[src/usb3_lite_consts.svh]
// usb3 lite constants
`ifndef USB3_LITE_CONSTS_SVH
`define USB3_LITE_CONSTS_SVH

// bus and datapath widths
`define USB3_APB_AW         8
`define USB3_APB_DW         32
`define USB3_PIPE_W         16
`define USB3_PIPE_KW        2
`define USB3_LINK_W         32
`define USB3_LINK_KW        4
`define USB3_STATE_W        3

`define USB3_FIFO_DEPTH     8
`define USB3_TS_NEEDED      8   // consecutive training words to leave polling

`define USB3_K_COM          8'hBC
`define USB3_RXSTAT_PRESENT 3'b011
`define USB3_STRAP_MARGIN   3'b011  // driven on tx_margin while in reset

// apb register map
`define USB3_A_CTRL         8'h00
`define USB3_A_STATUS       8'h04
`define USB3_A_TXK          8'h08
`define USB3_A_TXDATA       8'h0C
`define USB3_A_RXK          8'h10
`define USB3_A_RXDATA       8'h14
`define USB3_A_RXCNT        8'h18

`endif
[src/usb3_pkg.sv]
// usb3 lite types
`include "usb3_lite_consts.svh"

package usb3_pkg;

	////////////////////////////////////////
	// link training states
	////////////////////////////////////////

	typedef enum logic [`USB3_STATE_W-1:0] {
		DISABLED  = 3'd0,
		RX_DETECT = 3'd1,
		POLLING   = 3'd2,
		U0        = 3'd3
	} ltssm_state_t;

	////////////////////////////////////////
	// link word
	////////////////////////////////////////

	// one k flag per data byte with byte 0 in the low bits
	typedef struct packed {
		logic [`USB3_LINK_KW-1:0] datak;
		logic [`USB3_LINK_W-1:0]  data;
	} link_word_t;

endpackage

[src/usb3_lite_top.sv]
// usb3 lite top level
`timescale 1ns/1ns
`include "usb3_lite_consts.svh"

module usb3_lite_top (
	input  logic                     local_pclk_half,
	input  logic                     rst_n,
	input  logic                     phy_pwrpresent,
	input  logic [`USB3_APB_AW-1:0]  paddr,
	input  logic                     psel,
	input  logic                     penable,
	input  logic                     pwrite,
	input  logic [`USB3_APB_DW-1:0]  pwdata,
	output logic [`USB3_APB_DW-1:0]  prdata,
	input  logic [`USB3_PIPE_W-1:0]  phy_pipe_rx_data,
	input  logic [`USB3_PIPE_KW-1:0] phy_pipe_rx_datak,
	input  logic                     phy_pipe_rx_valid,
	input  logic [2:0]               phy_rx_status,
	output logic [`USB3_PIPE_W-1:0]  phy_pipe_tx_data,
	output logic [`USB3_PIPE_KW-1:0] phy_pipe_tx_datak,
	output logic                     phy_tx_detrx_lpbk,
	output logic                     phy_tx_elecidle,
	output logic [2:0]               phy_tx_margin
);

	logic                   rst_meta_n;
	logic                   rst_sync_n;	// internal reset for all blocks
	usb3_pkg::link_word_t   link_in_word;
	logic                   link_in_active;
	usb3_pkg::link_word_t   link_out_word;
	logic                   link_out_valid;
	logic                   link_out_ready;
	usb3_pkg::ltssm_state_t ltssm_state;
	logic                   link_up;
	logic                   link_enable;
	logic                   warm_reset;

	// two flop sync released once board reset and vbus are both good
	always_ff @(posedge local_pclk_half) begin
		{rst_sync_n, rst_meta_n} <= {rst_meta_n, rst_n & phy_pwrpresent};
	end

	// strap value seen by the phy while held in reset
	assign phy_tx_margin = rst_sync_n ? 3'b000 : `USB3_STRAP_MARGIN;

	////////////////////////////////////////
	// blocks
	////////////////////////////////////////

	usb3_pipe_gearbox i_gearbox (
		.local_pclk_half (local_pclk_half), .rst_n (rst_sync_n), .link_up (link_up),
		.phy_pipe_rx_data (phy_pipe_rx_data), .phy_pipe_rx_datak (phy_pipe_rx_datak),
		.phy_pipe_rx_valid (phy_pipe_rx_valid),
		.link_in_word (link_in_word), .link_in_active (link_in_active),
		.link_out_word (link_out_word), .link_out_valid (link_out_valid),
		.link_out_ready (link_out_ready),
		.phy_pipe_tx_data (phy_pipe_tx_data), .phy_pipe_tx_datak (phy_pipe_tx_datak)
	);

	usb3_ltssm i_ltssm (
		.local_pclk_half (local_pclk_half), .rst_n (rst_sync_n),
		.link_enable (link_enable), .warm_reset (warm_reset),
		.phy_pwrpresent (phy_pwrpresent), .phy_rx_status (phy_rx_status),
		.link_in_word (link_in_word), .link_in_active (link_in_active),
		.ltssm_state (ltssm_state), .link_up (link_up),
		.phy_tx_detrx_lpbk (phy_tx_detrx_lpbk), .phy_tx_elecidle (phy_tx_elecidle)
	);

	usb3_link_regs i_regs (
		.local_pclk_half (local_pclk_half), .rst_n (rst_sync_n),
		.paddr (paddr), .psel (psel), .penable (penable), .pwrite (pwrite),
		.pwdata (pwdata), .prdata (prdata),
		.ltssm_state (ltssm_state), .link_up (link_up),
		.link_in_word (link_in_word), .link_in_active (link_in_active),
		.link_out_word (link_out_word), .link_out_valid (link_out_valid),
		.link_out_ready (link_out_ready),
		.link_enable (link_enable), .warm_reset (warm_reset)
	);

endmodule

[src/usb3_link_regs.sv]
// usb3 lite apb registers
`timescale 1ns/1ns
`include "usb3_lite_consts.svh"

module usb3_link_regs (
	input  logic                    local_pclk_half,
	input  logic                    rst_n,
	input  logic [`USB3_APB_AW-1:0] paddr,
	input  logic                    psel,
	input  logic                    penable,
	input  logic                    pwrite,
	input  logic [`USB3_APB_DW-1:0] pwdata,
	output logic [`USB3_APB_DW-1:0] prdata,
	input  usb3_pkg::ltssm_state_t  ltssm_state,
	input  logic                    link_up,
	input  usb3_pkg::link_word_t    link_in_word,
	input  logic                    link_in_active,
	output usb3_pkg::link_word_t    link_out_word,
	output logic                    link_out_valid,
	input  logic                    link_out_ready,
	output logic                    link_enable,
	output logic                    warm_reset
);

	logic                     apb_wr;
	logic                     apb_rd;
	logic [`USB3_LINK_KW-1:0] txk;
	logic [`USB3_APB_DW-1:0]  rxcnt;
	usb3_pkg::link_word_t     tx_push_word;
	usb3_pkg::link_word_t     rx_head;
	logic                     tx_push;
	logic                     tx_empty;
	logic                     tx_full;
	logic                     rx_push;
	logic                     rx_pop;
	logic                     rx_empty;
	logic                     rx_full;

	assign apb_wr = psel && penable && pwrite;	// access phase only
	assign apb_rd = psel && penable && !pwrite;

	////////////////////////////////////////
	// control registers
	////////////////////////////////////////

	always_ff @(posedge local_pclk_half) begin
		if (!rst_n) begin
			link_enable <= 1'b0;
			warm_reset  <= 1'b0;
			txk         <= '0;
			rxcnt       <= '0;
		end else begin
			warm_reset <= apb_wr && (paddr == `USB3_A_CTRL) && pwdata[1];	// self clearing
			if (apb_wr && paddr == `USB3_A_CTRL)
				link_enable <= pwdata[0];
			if (apb_wr && paddr == `USB3_A_TXK)
				txk <= pwdata[`USB3_LINK_KW-1:0];
			if (link_in_active && link_up)
				rxcnt <= rxcnt + 1'b1;
		end
	end

	////////////////////////////////////////
	// fifos
	////////////////////////////////////////

	assign tx_push_word.datak = txk;
	assign tx_push_word.data  = pwdata;
	assign tx_push            = apb_wr && (paddr == `USB3_A_TXDATA) && !tx_full;
	assign link_out_valid     = !tx_empty;

	usb3_word_fifo #(.payload_t(usb3_pkg::link_word_t)) i_tx_fifo (
		.local_pclk_half (local_pclk_half),
		.rst_n           (rst_n),
		.push            (tx_push),
		.push_data       (tx_push_word),
		.pop             (link_out_valid && link_out_ready),
		.pop_data        (link_out_word),
		.empty           (tx_empty),
		.full            (tx_full)
	);

	assign rx_push = link_in_active && link_up && !rx_full;	// overflow drops the word
	assign rx_pop  = apb_rd && (paddr == `USB3_A_RXDATA) && !rx_empty;

	usb3_word_fifo #(.payload_t(usb3_pkg::link_word_t)) i_rx_fifo (
		.local_pclk_half (local_pclk_half),
		.rst_n           (rst_n),
		.push            (rx_push),
		.push_data       (link_in_word),
		.pop             (rx_pop),
		.pop_data        (rx_head),
		.empty           (rx_empty),
		.full            (rx_full)
	);

	// read mux
	always_comb begin
		case (paddr)
			`USB3_A_CTRL:   prdata = {31'd0, link_enable};
			`USB3_A_STATUS: prdata = {22'd0, tx_full, !rx_empty,
			                          {(8 - `USB3_STATE_W){1'b0}}, ltssm_state};
			`USB3_A_TXK:    prdata = {28'd0, txk};
			`USB3_A_RXK:    prdata = {28'd0, rx_head.datak};
			`USB3_A_RXDATA: prdata = rx_empty ? '0 : rx_head.data;
			`USB3_A_RXCNT:  prdata = rxcnt;
			default:        prdata = '0;
		endcase
	end

endmodule

[src/usb3_ltssm.sv]
// usb3 lite link training
`timescale 1ns/1ns
`include "usb3_lite_consts.svh"

module usb3_ltssm (
	input  logic                   local_pclk_half,
	input  logic                   rst_n,
	input  logic                   link_enable,
	input  logic                   warm_reset,
	input  logic                   phy_pwrpresent,
	input  logic [2:0]             phy_rx_status,
	input  usb3_pkg::link_word_t   link_in_word,
	input  logic                   link_in_active,
	output usb3_pkg::ltssm_state_t ltssm_state,
	output logic                   link_up,
	output logic                   phy_tx_detrx_lpbk,
	output logic                   phy_tx_elecidle
);

	localparam int TW = $clog2(`USB3_TS_NEEDED + 1);

	usb3_pkg::ltssm_state_t state_nxt;
	logic [TW-1:0]          ts_cnt;
	logic                   is_ts;

	// training word is four commas, all flagged as k
	assign is_ts = (link_in_word.datak == '1) &&
	               (link_in_word.data == {4{`USB3_K_COM}});

	always_comb begin
		state_nxt = ltssm_state;
		case (ltssm_state)
			usb3_pkg::DISABLED:
				if (link_enable)
					state_nxt = usb3_pkg::RX_DETECT;
			usb3_pkg::RX_DETECT:
				if (phy_rx_status == `USB3_RXSTAT_PRESENT)
					state_nxt = usb3_pkg::POLLING;
			usb3_pkg::POLLING:
				if (link_in_active && is_ts && ts_cnt == TW'(`USB3_TS_NEEDED - 1))
					state_nxt = usb3_pkg::U0;
			default: ;	// U0 holds
		endcase
		// overrides where power loss wins
		if (warm_reset)
			state_nxt = usb3_pkg::RX_DETECT;
		if (!link_enable || !phy_pwrpresent)
			state_nxt = usb3_pkg::DISABLED;
	end

	always_ff @(posedge local_pclk_half) begin
		if (!rst_n) begin
			ltssm_state <= usb3_pkg::DISABLED;
			ts_cnt      <= '0;
		end else begin
			ltssm_state <= state_nxt;
			if (ltssm_state != usb3_pkg::POLLING)
				ts_cnt <= '0;
			else if (link_in_active)
				ts_cnt <= is_ts ? ts_cnt + 1'b1 : '0;	// any other word restarts
		end
	end

	assign link_up           = (ltssm_state == usb3_pkg::U0);
	assign phy_tx_detrx_lpbk = (ltssm_state == usb3_pkg::RX_DETECT);
	assign phy_tx_elecidle   = (ltssm_state != usb3_pkg::U0);

endmodule

[src/usb3_pipe_gearbox.sv]
// usb3 lite pipe gearbox
`timescale 1ns/1ns
`include "usb3_lite_consts.svh"

module usb3_pipe_gearbox (
	input  logic                     local_pclk_half,
	input  logic                     rst_n,
	input  logic                     link_up,
	input  logic [`USB3_PIPE_W-1:0]  phy_pipe_rx_data,
	input  logic [`USB3_PIPE_KW-1:0] phy_pipe_rx_datak,
	input  logic                     phy_pipe_rx_valid,
	output usb3_pkg::link_word_t     link_in_word,
	output logic                     link_in_active,
	input  usb3_pkg::link_word_t     link_out_word,
	input  logic                     link_out_valid,
	output logic                     link_out_ready,
	output logic [`USB3_PIPE_W-1:0]  phy_pipe_tx_data,
	output logic [`USB3_PIPE_KW-1:0] phy_pipe_tx_datak
);

	////////////////////////////////////////
	// receive packing
	////////////////////////////////////////

	logic                     rx_half;	// low beat already held
	logic [`USB3_PIPE_W-1:0]  rx_lo_data;
	logic [`USB3_PIPE_KW-1:0] rx_lo_datak;

	always_ff @(posedge local_pclk_half) begin
		if (!rst_n) begin
			rx_half        <= 1'b0;
			link_in_active <= 1'b0;
		end else begin
			link_in_active <= phy_pipe_rx_valid && rx_half;
			if (phy_pipe_rx_valid)
				rx_half <= !rx_half;
		end
	end

	always_ff @(posedge local_pclk_half) begin
		if (phy_pipe_rx_valid && !rx_half) begin
			rx_lo_data  <= phy_pipe_rx_data;
			rx_lo_datak <= phy_pipe_rx_datak;
		end
		if (phy_pipe_rx_valid && rx_half) begin
			link_in_word.data  <= {phy_pipe_rx_data, rx_lo_data};
			link_in_word.datak <= {phy_pipe_rx_datak, rx_lo_datak};
		end
	end

	////////////////////////////////////////
	// transmit splitting
	////////////////////////////////////////

	logic                     tx_hi_pending;
	logic [`USB3_PIPE_W-1:0]  tx_hi_data;
	logic [`USB3_PIPE_KW-1:0] tx_hi_datak;
	logic                     tx_take;

	assign link_out_ready = link_up && !tx_hi_pending;
	assign tx_take        = link_out_valid && link_out_ready;

	always_ff @(posedge local_pclk_half) begin
		if (!rst_n || !link_up) begin
			tx_hi_pending     <= 1'b0;	// idle at zero outside U0
			phy_pipe_tx_data  <= '0;
			phy_pipe_tx_datak <= '0;
		end else if (tx_take) begin
			tx_hi_pending     <= 1'b1;
			phy_pipe_tx_data  <= link_out_word.data[`USB3_PIPE_W-1:0];
			phy_pipe_tx_datak <= link_out_word.datak[`USB3_PIPE_KW-1:0];
		end else if (tx_hi_pending) begin
			tx_hi_pending     <= 1'b0;
			phy_pipe_tx_data  <= tx_hi_data;
			phy_pipe_tx_datak <= tx_hi_datak;
		end else begin
			phy_pipe_tx_data  <= '0;
			phy_pipe_tx_datak <= '0;
		end
	end

	always_ff @(posedge local_pclk_half) begin
		if (tx_take) begin
			tx_hi_data  <= link_out_word.data[`USB3_LINK_W-1:`USB3_PIPE_W];
			tx_hi_datak <= link_out_word.datak[`USB3_LINK_KW-1:`USB3_PIPE_KW];
		end
	end

	// upstream must see a dead cycle while the high half drains
	a_ready_gap: assert property (@(posedge local_pclk_half) disable iff (!rst_n)
		tx_take |=> !link_out_ready);

endmodule

[src/usb3_word_fifo.sv]
// usb3 lite word fifo
`timescale 1ns/1ns
`include "usb3_lite_consts.svh"

module usb3_word_fifo #(
	parameter type payload_t = logic [7:0],
	parameter int  DEPTH     = `USB3_FIFO_DEPTH
) (
	input  logic     local_pclk_half,
	input  logic     rst_n,
	input  logic     push,
	input  payload_t push_data,
	input  logic     pop,
	output payload_t pop_data,
	output logic     empty,
	output logic     full
);

	localparam int AW = (DEPTH > 1) ? $clog2(DEPTH) : 1;
	localparam int CW = $clog2(DEPTH + 1);

	payload_t        mem [DEPTH];
	logic [AW-1:0]   wr_ptr;
	logic [AW-1:0]   rd_ptr;
	logic [CW-1:0]   count;

	assign empty    = (count == '0);
	assign full     = (count == CW'(DEPTH));
	assign pop_data = mem[rd_ptr];	// head is visible without a pop

	always_ff @(posedge local_pclk_half) begin
		if (!rst_n) begin
			wr_ptr <= '0;
			rd_ptr <= '0;
			count  <= '0;
		end else begin
			if (push)
				wr_ptr <= (wr_ptr == AW'(DEPTH - 1)) ? '0 : wr_ptr + 1'b1;
			if (pop)
				rd_ptr <= (rd_ptr == AW'(DEPTH - 1)) ? '0 : rd_ptr + 1'b1;
			if (push && !pop)
				count <= count + 1'b1;
			else if (pop && !push)
				count <= count - 1'b1;
		end
	end

	always_ff @(posedge local_pclk_half) begin
		if (push)
			mem[wr_ptr] <= push_data;
	end

	// callers are expected to gate their strobes with the flags
	a_no_push_full: assert property (@(posedge local_pclk_half) disable iff (!rst_n)
		push |-> !full);
	a_no_pop_empty: assert property (@(posedge local_pclk_half) disable iff (!rst_n)
		pop |-> !empty);

endmodule

[config.mk]
export PLATFORM = sky130hd
export DESIGN_NAME = usb3_lite_top
export DESIGN_NICKNAME = d
export VERILOG_FILES = /design/src/usb3_pkg.sv /design/src/usb3_lite_top.sv /design/src/usb3_link_regs.sv /design/src/usb3_ltssm.sv /design/src/usb3_pipe_gearbox.sv /design/src/usb3_word_fifo.sv
export VERILOG_INCLUDE_DIRS = /design/src
export SDC_FILE = /design/constraint.sdc
export NUM_CORES = 1
export LEC_CHECK = 0
export BUFFER_PORTS_ARGS = -buffer_cell sky130_fd_sc_hd__buf_2
export CAP_MARGIN = 20
export CORE_UTILIZATION = 30
export DETAILED_ROUTE_END_ITERATION = 8
export GPL_ROUTABILITY_DRIVEN = 1
export HOLD_SLACK_MARGIN = 0.12
export PLACE_DENSITY = 0.43
export SYNTH_ARGS = -nofsm -noshare
export SYNTH_HDL_FRONTEND = slang
export SYNTH_SLANG_ARGS = --single-unit
export TNS_END_PERCENT = 30
[constraint.sdc]
create_clock -name local_pclk_half -period 6.25 [get_ports local_pclk_half]
set_input_delay 0.3125 -clock local_pclk_half [delete_from_list [all_inputs] [get_ports local_pclk_half]]
set_output_delay 0.3125 -clock local_pclk_half [all_outputs]
set_load 0.02 [all_outputs]
Yosys cells after proc, flatten, opt, wreduce, memory -nomap -nowiden. Memory sizes are Yosys's and may differ from the RTL's. A register that Yosys moved wholly into a read port is not among the register bits. Index checks and enable logic that the tools add are counted.

Add/subtract/negate cells: 10. Reductions and logical operators: 53. Multiplexer cells: 30. Bitwise operators: 2. Eq/ne operators: 27.

Operators by type and width (number): case mux 32 bit (6 select lines) (1); two-way mux 3 bit (11); adder 32 x 1 -> 32 bit (second input constant) (1); == test 32 bit (second input constant) (1); two-way mux 16 bit (2); two-way mux 32 bit (1); == test 8 x 5 -> 1 bit (second input constant) (3); logical AND 1 bit (23); two-way mux 4 bit (5); == test 8 x 4 -> 1 bit (second input constant) (2); logical NOT 1 bit (15); adder 3 x 1 -> 3 bit (second input constant) (4); adder 4 x 1 -> 4 bit (second input constant) (3); == test 3 bit (second input constant) (4); == test 4 bit (second input constant) (3); == test 3 x 2 -> 1 bit (second input constant) (3); != test 3 x 1 -> 1 bit (second input constant) (3); case mux 3 bit (3 select lines) (1); == test 8 x 3 -> 1 bit (second input constant) (1); logical NOT 4 bit (2); logical NOT 8 bit (1); AND reduction 4 bit (2); subtractor 4 x 1 -> 4 bit (second input constant) (2); two-way mux 1 bit (6); other kinds (14) (22).

Output and inout bits: 55. Word-level logic and storage cells: 150. Memory bits (writable): 576. Input port bits: 68. Bits in registers: 160. Memories: 2.

Memories: i_regs.i_rx_fifo.mem (depth 8, width 36, read ports 1, clocked after Yosys merged registers in 1, write ports 1, RTL line usb3_word_fifo.sv:22) `payload_t mem [DEPTH];`; i_regs.i_tx_fifo.mem (depth 8, width 36, read ports 1, clocked after Yosys merged registers in 1, write ports 1, RTL line usb3_word_fifo.sv:22).

Depth between registers and ports, before layout.
Depth after elaboration: 8. Depth in mapped cells: 13. Gate-level depth less buffers: 12.

Modules after synthesis. From an unflattened synthesis, not the netlist that was laid out.

Cells, all modules: 1497. Area, all modules: 29457.0 um^2.

By module, submodules not included: usb3_word_fifo (area each 11745.0 um^2, cells each 490, times used 2, seq. area each 8908.5 um^2); usb3_pipe_gearbox (area each 3010.4 um^2, cells each 163, times used 1, seq. area each 2582.5 um^2); usb3_link_regs (area each 2327.2 um^2, cells each 281, times used 1, seq. area each 760.7 um^2); usb3_ltssm (area each 560.5 um^2, cells each 66, times used 1, seq. area each 120.1 um^2); usb3_lite_top (area each 68.8 um^2, cells each 7, times used 1, seq. area each 40.0 um^2).

Worst setup path after synthesis. No wires, ideal clock.

Path type: register to register. Start point: reg i_ltssm.ltssm_state[0]. End point: mem i_regs.i_rx_fifo.mem[0][0] in the netlist's numbering, enable pin. Path slack: 1241 ps. Buffers on the path: 1. Clock period less this slack: 5009 ps. Data arrival time: 4490 ps. Stages on the path, launching flop included: 6. Data required time: 5731 ps. Setup time: 519 ps. Cell sequence: dfxtp_1 ha_1 nand2_1 a21o_1 clkbuf_1 nor4_1.

Cells in the longest elaborated chain, start to end: 5.

Ends and longest elaborated chain: start: declaration (RTL line usb3_ltssm.sv:14) `output usb3_pkg::ltssm_state_t ltssm_state,`; start signal: assignment (RTL line usb3_ltssm.sv:53) `ltssm_state <= usb3_pkg::DISABLED;`; start signal: assignment (RTL line usb3_ltssm.sv:56) `ltssm_state <= state_nxt;`; == test 3 x 2 -> 1 bit (RTL line usb3_ltssm.sv:64) `assign link_up = (ltssm_state == usb3_pkg::U0);`; logical AND 1 bit (2 in a row) (RTL line usb3_link_regs.sv:83) `assign rx_push = link_in_active && link_up && !rx_full;`; two-way mux 1 bit (RTL line usb3_word_fifo.sv:49) `if (push)`; two-way mux 1 bit (implied by the code) (RTL line usb3_word_fifo.sv:50) `mem[wr_ptr] <= push_data;`; end: declaration (RTL line usb3_word_fifo.sv:22).

Every way passes these cells.

==> flow_summary.json <==
{
  "tritoncts": "yes",
  "syn_inst": 1478,
  "crit_path_start_kind": "flop",
  "vdd_drop_max_mv": 0.2150,
  "p_comb_share_pct": 1.1,
  "hold_slack_ns": 0.1725,
  "hpwl_microns": 41780,
  "cts_resized": 0,
  "fin_skew_ns": 0.02930,
  "grt_max_degree": 45,
  "slew_viol_final": 0,
  "syn_nets": 1569,
  "worstMarginPinSlew_ns": 1.044,
  "die_area_sq_um": 95930,
  "end_kind": "primary output",
  "io_buffers": 121,
  "synth.avg_cell_area_sq_um": 19.22,
  "finalCritPeriodShare_pct": 61.88,
  "postCtsSetupBuffers": 0,
  "slowest_stage": "dfxtp_4",
  "period_minus_slack_ns": 3.868,
  "rr_startpoint": "i_ltssm.ltssm_state[0]",
  "fp.dieH_microns": 309.7,
  "multi_input_area_sq_um": 6847,
  "r2r_slack_ns": 2.97,
  "root_buffer": "clkbuf_16",
  "fmax_ghz": 0.2585,
  "max_slew_margin_pct": 30.22,
  "finalPower_uw": 10510,
  "path_clk_slew_ns": 0.06,
  "antenna_found_initial": 4,
  "cp_common_cell": "buf_4",
  "cts_buffers": 84,
  "critPathBufInv": 3,
  "num_vias": 14330,
  "stdcell_count": 3032,
  "grt_pass1_wl_microns": 104500,
  "crit_type": "reg2out",
  "switching_share_pct": 19.86,
  "drive_above_1_share_pct": 28.10,
  "cp.required_ns": 5.94,
  "num_rows": 112,
  "sequentialPowerShare_pct": 51.2,
  "synth_edf_count": 648,
  "crit_path_end": "prdata[15]",
  "drt-wirelength-per-cell_microns": 23.44,
  "fill_cells": 8807,
  "tns_ns": 0,
  "yosysUniqueCellTypes": 59,
  "seq_area_sq_um": 21340,
  "ys_async_sr_fraction_pct": 0,
  "setup_violations": 0,
  "gr-total-overflow": 0,
  "clock-sinks": 741,
  "crit_arrival_ns": 3.56,
  "fin_nets": 1799,
  "drv_cap": 0,
  "rr_endpoint": "i_regs.i_tx_fifo.count[3]",
  "final_util_pct": 36.38,
  "internal_power_uw": 8424,
  "switching_power_uw": 2087,
  "drt_iter0_markers": 959,
  "die_w_microns": 309.7,
  "drcViolationCount": 0,
  "viasPerCell": 4.727,
  "place_congestion": 0.7388,
  "hold_path.class": "in2reg",
  "power_frac_clock_pct": 47.8,
  "p_leak_uw": 0.01082,
  "drt-pass1-iter-count": 5,
  "htree_levels": 3,
  "worstRegToRegCells": 13,
  "hold_buffers": 55,
  "clk_latency_ns": 0.65,
  "io_pins": 123,
  "cp_slowest_stage_delay_ns": 0.80,
  "cp_max_fo": 32,
  "syn2layout_area_growth_pct": 19.87,
  "ys_seq_elements": 741,
  "cts_buffer_depth": 3,
  "p_per_area_nw_per_um2": 308.7,
  "hold_viol_final": 0,
  "placed_cells": 2821,
  "final_antenna_net_count": 0,
  "path_cells": "buf_4 -> buf_4 -> mux4_2 -> mux2i_1 -> o21ai_0 -> buf_2",
  "outcome": "complete, no violations",
  "routed_wirelength_microns": 71070,
  "grt_usage_pct": 15.09,
  "rsz0062_at_grt": "no",
  "synth_warnings": 0,
  "core_sq_um": 93610,
  "cp.depth": 6,
  "synth_ff_type": "edfxtp_1",
  "syn-cell-area_sq_um": 28410,
  "grt_pass1_vias": 15270,
  "initial_core_util_pct": 30.35,
  "ys_seq_area_share_pct": 75.05,
  "critical_path.top_delay_family": "buffers and inverters"
}
## metal layers
metal | part of all wire (%) | global-route usage, % | wire [microns] | vias up
li1 | - | - | - | 6401
met2 | 49 | 25.24 | 34810 | 284
met5 | 0.011 | 0 | 8 | -
met3 | 4.1 | 2.999 | 2893 | 103
met4 | 2.4 | 4.422 | 1682 | 2
met1 | 45 | 19.81 | 31680 | 7541
## worst min-delay path, delay by kind of cell
kind / cells / cell delay (ns)
simple gates: 2 / 0.20
compound gates: 1 / 0.10
buf+inv: 1 / 0.15
## layout make-up
type	instances	area share (%)
sequential	741	62.66
clock inverter	52	1.848
tap	1254	4.607
multi-input combinational	654	20.10
inverter	19	0.2094
timing repair buffer	208	4.100
clock buffer	102	6.459
antenna	2	0.01470
## power by group through the flow
stage | Combinational [uW] | Clock (uW) | Sequential [uW]
after floorplan | 20.2 | 0 | 5480
after global placement | 83.0 | 0 | 5480
after detailed placement | 84.6 | 0 | 5480
after CTS | 114 | 5170 | 5380
after global routing | 122 | 5360 | 5380
final | 112 | 5020 | 5380
## kinds of logic after synthesis
| family | after synthesis | synth area share [%] |
|---|---|---|
| AOI/OAI and AO/OA | 101 | 2.167 |
| xor gates and xnor gates | 30 | 0.9249 |
| adders and majority gates | 23 | 1.066 |
| buffers and inverters | 83 | 1.268 |
| DFF | 741 | 75.05 |
| muxes | 230 | 14.62 |
| other | 1 | 0.01320 |
| and+or+nand+nor | 269 | 4.893 |
## stage by stage
step | setup slack (ns) | cell area [sq um]
6_report | 2.382 | 34060
3_5_place_dp | 2.661 | 30670
4_1_cts | 2.178 | 34050
5_1_grt | 1.999 | 34060
3_3_place_gp | 2.664 | 30670
2_1_floorplan | 1.241 | 28410
## worst min-delay path by stage
stage / from / endpoint / cells past startpoint
2_1_floorplan: rst_meta_n / rst_sync_n / 0
5_1_grt: paddr[3] / i_regs.i_tx_fifo.wr_ptr[1] / 4
3_3_place_gp: rst_meta_n / rst_sync_n / 0
3_5_place_dp: rst_meta_n / rst_sync_n / 0
6_report: paddr[3] / i_regs.i_tx_fifo.wr_ptr[0] / 4
4_1_cts: pwrite / flop / 5
## synth_stat cells, drive strengths merged (8+ instances only)
cell type  instances  area, sq um
a21oi             25        128.9
mux2              40        450.4
and3              13        81.33
edfxtp           648        19460
xnor2             22        192.7
ha                21        262.8
nand4             12        93.84
nor3              18        95.09
a22oi             19        142.6
o21ai             39        195.2
nand2             71        269.0
nor2              78        300.3
inv               19        71.32
nand2b             8        52.55
mux2i             46        460.4
mux4             144         3243
or3               11        73.82
nor4              13        96.34
clkbuf            35        131.4
dfxtp             93         1862
buf               28        148.9
nand3             17        85.08
xor2               8        70.07
## cell usage in the layout, fill, tap and decap left out, types with 39 or more instances in the layout
| master | instances |
|---|---|
| dlygate4sd3_1 | 55 |
| o21ai_0 | 39 |
| nor2_1 | 68 |
| clkbuf_16 | 84 |
| mux2i_1 | 46 |
| nand2_1 | 70 |
| dfxtp_1 | 87 |
| mux4_2 | 144 |
| buf_2 | 121 |
| mux2_2 | 40 |
| edfxtp_1 | 648 |
## state kept, by name (all words and copies together) (netlist names), 3 cells and up, named ones only
register                    cells
i_gearbox.tx_hi_data           16
i_gearbox.phy_pipe_tx_data     16
i_regs.i_tx_fifo.wr_ptr         3
i_regs.i_tx_fifo.count          4
i_regs.i_rx_fifo.wr_ptr         3
i_gearbox.rx_lo_data           16
i_regs.i_rx_fifo.mem          288
i_regs.i_rx_fifo.rd_ptr         3
i_regs.i_tx_fifo.mem          288
i_regs.i_rx_fifo.count          4
i_regs.rxcnt                   32
i_regs.txk                      4
i_ltssm.ts_cnt                  4
i_regs.i_tx_fifo.rd_ptr         3
i_gearbox.link_in_word         36
No activity file was read; power rests on OpenSTA's default activity.
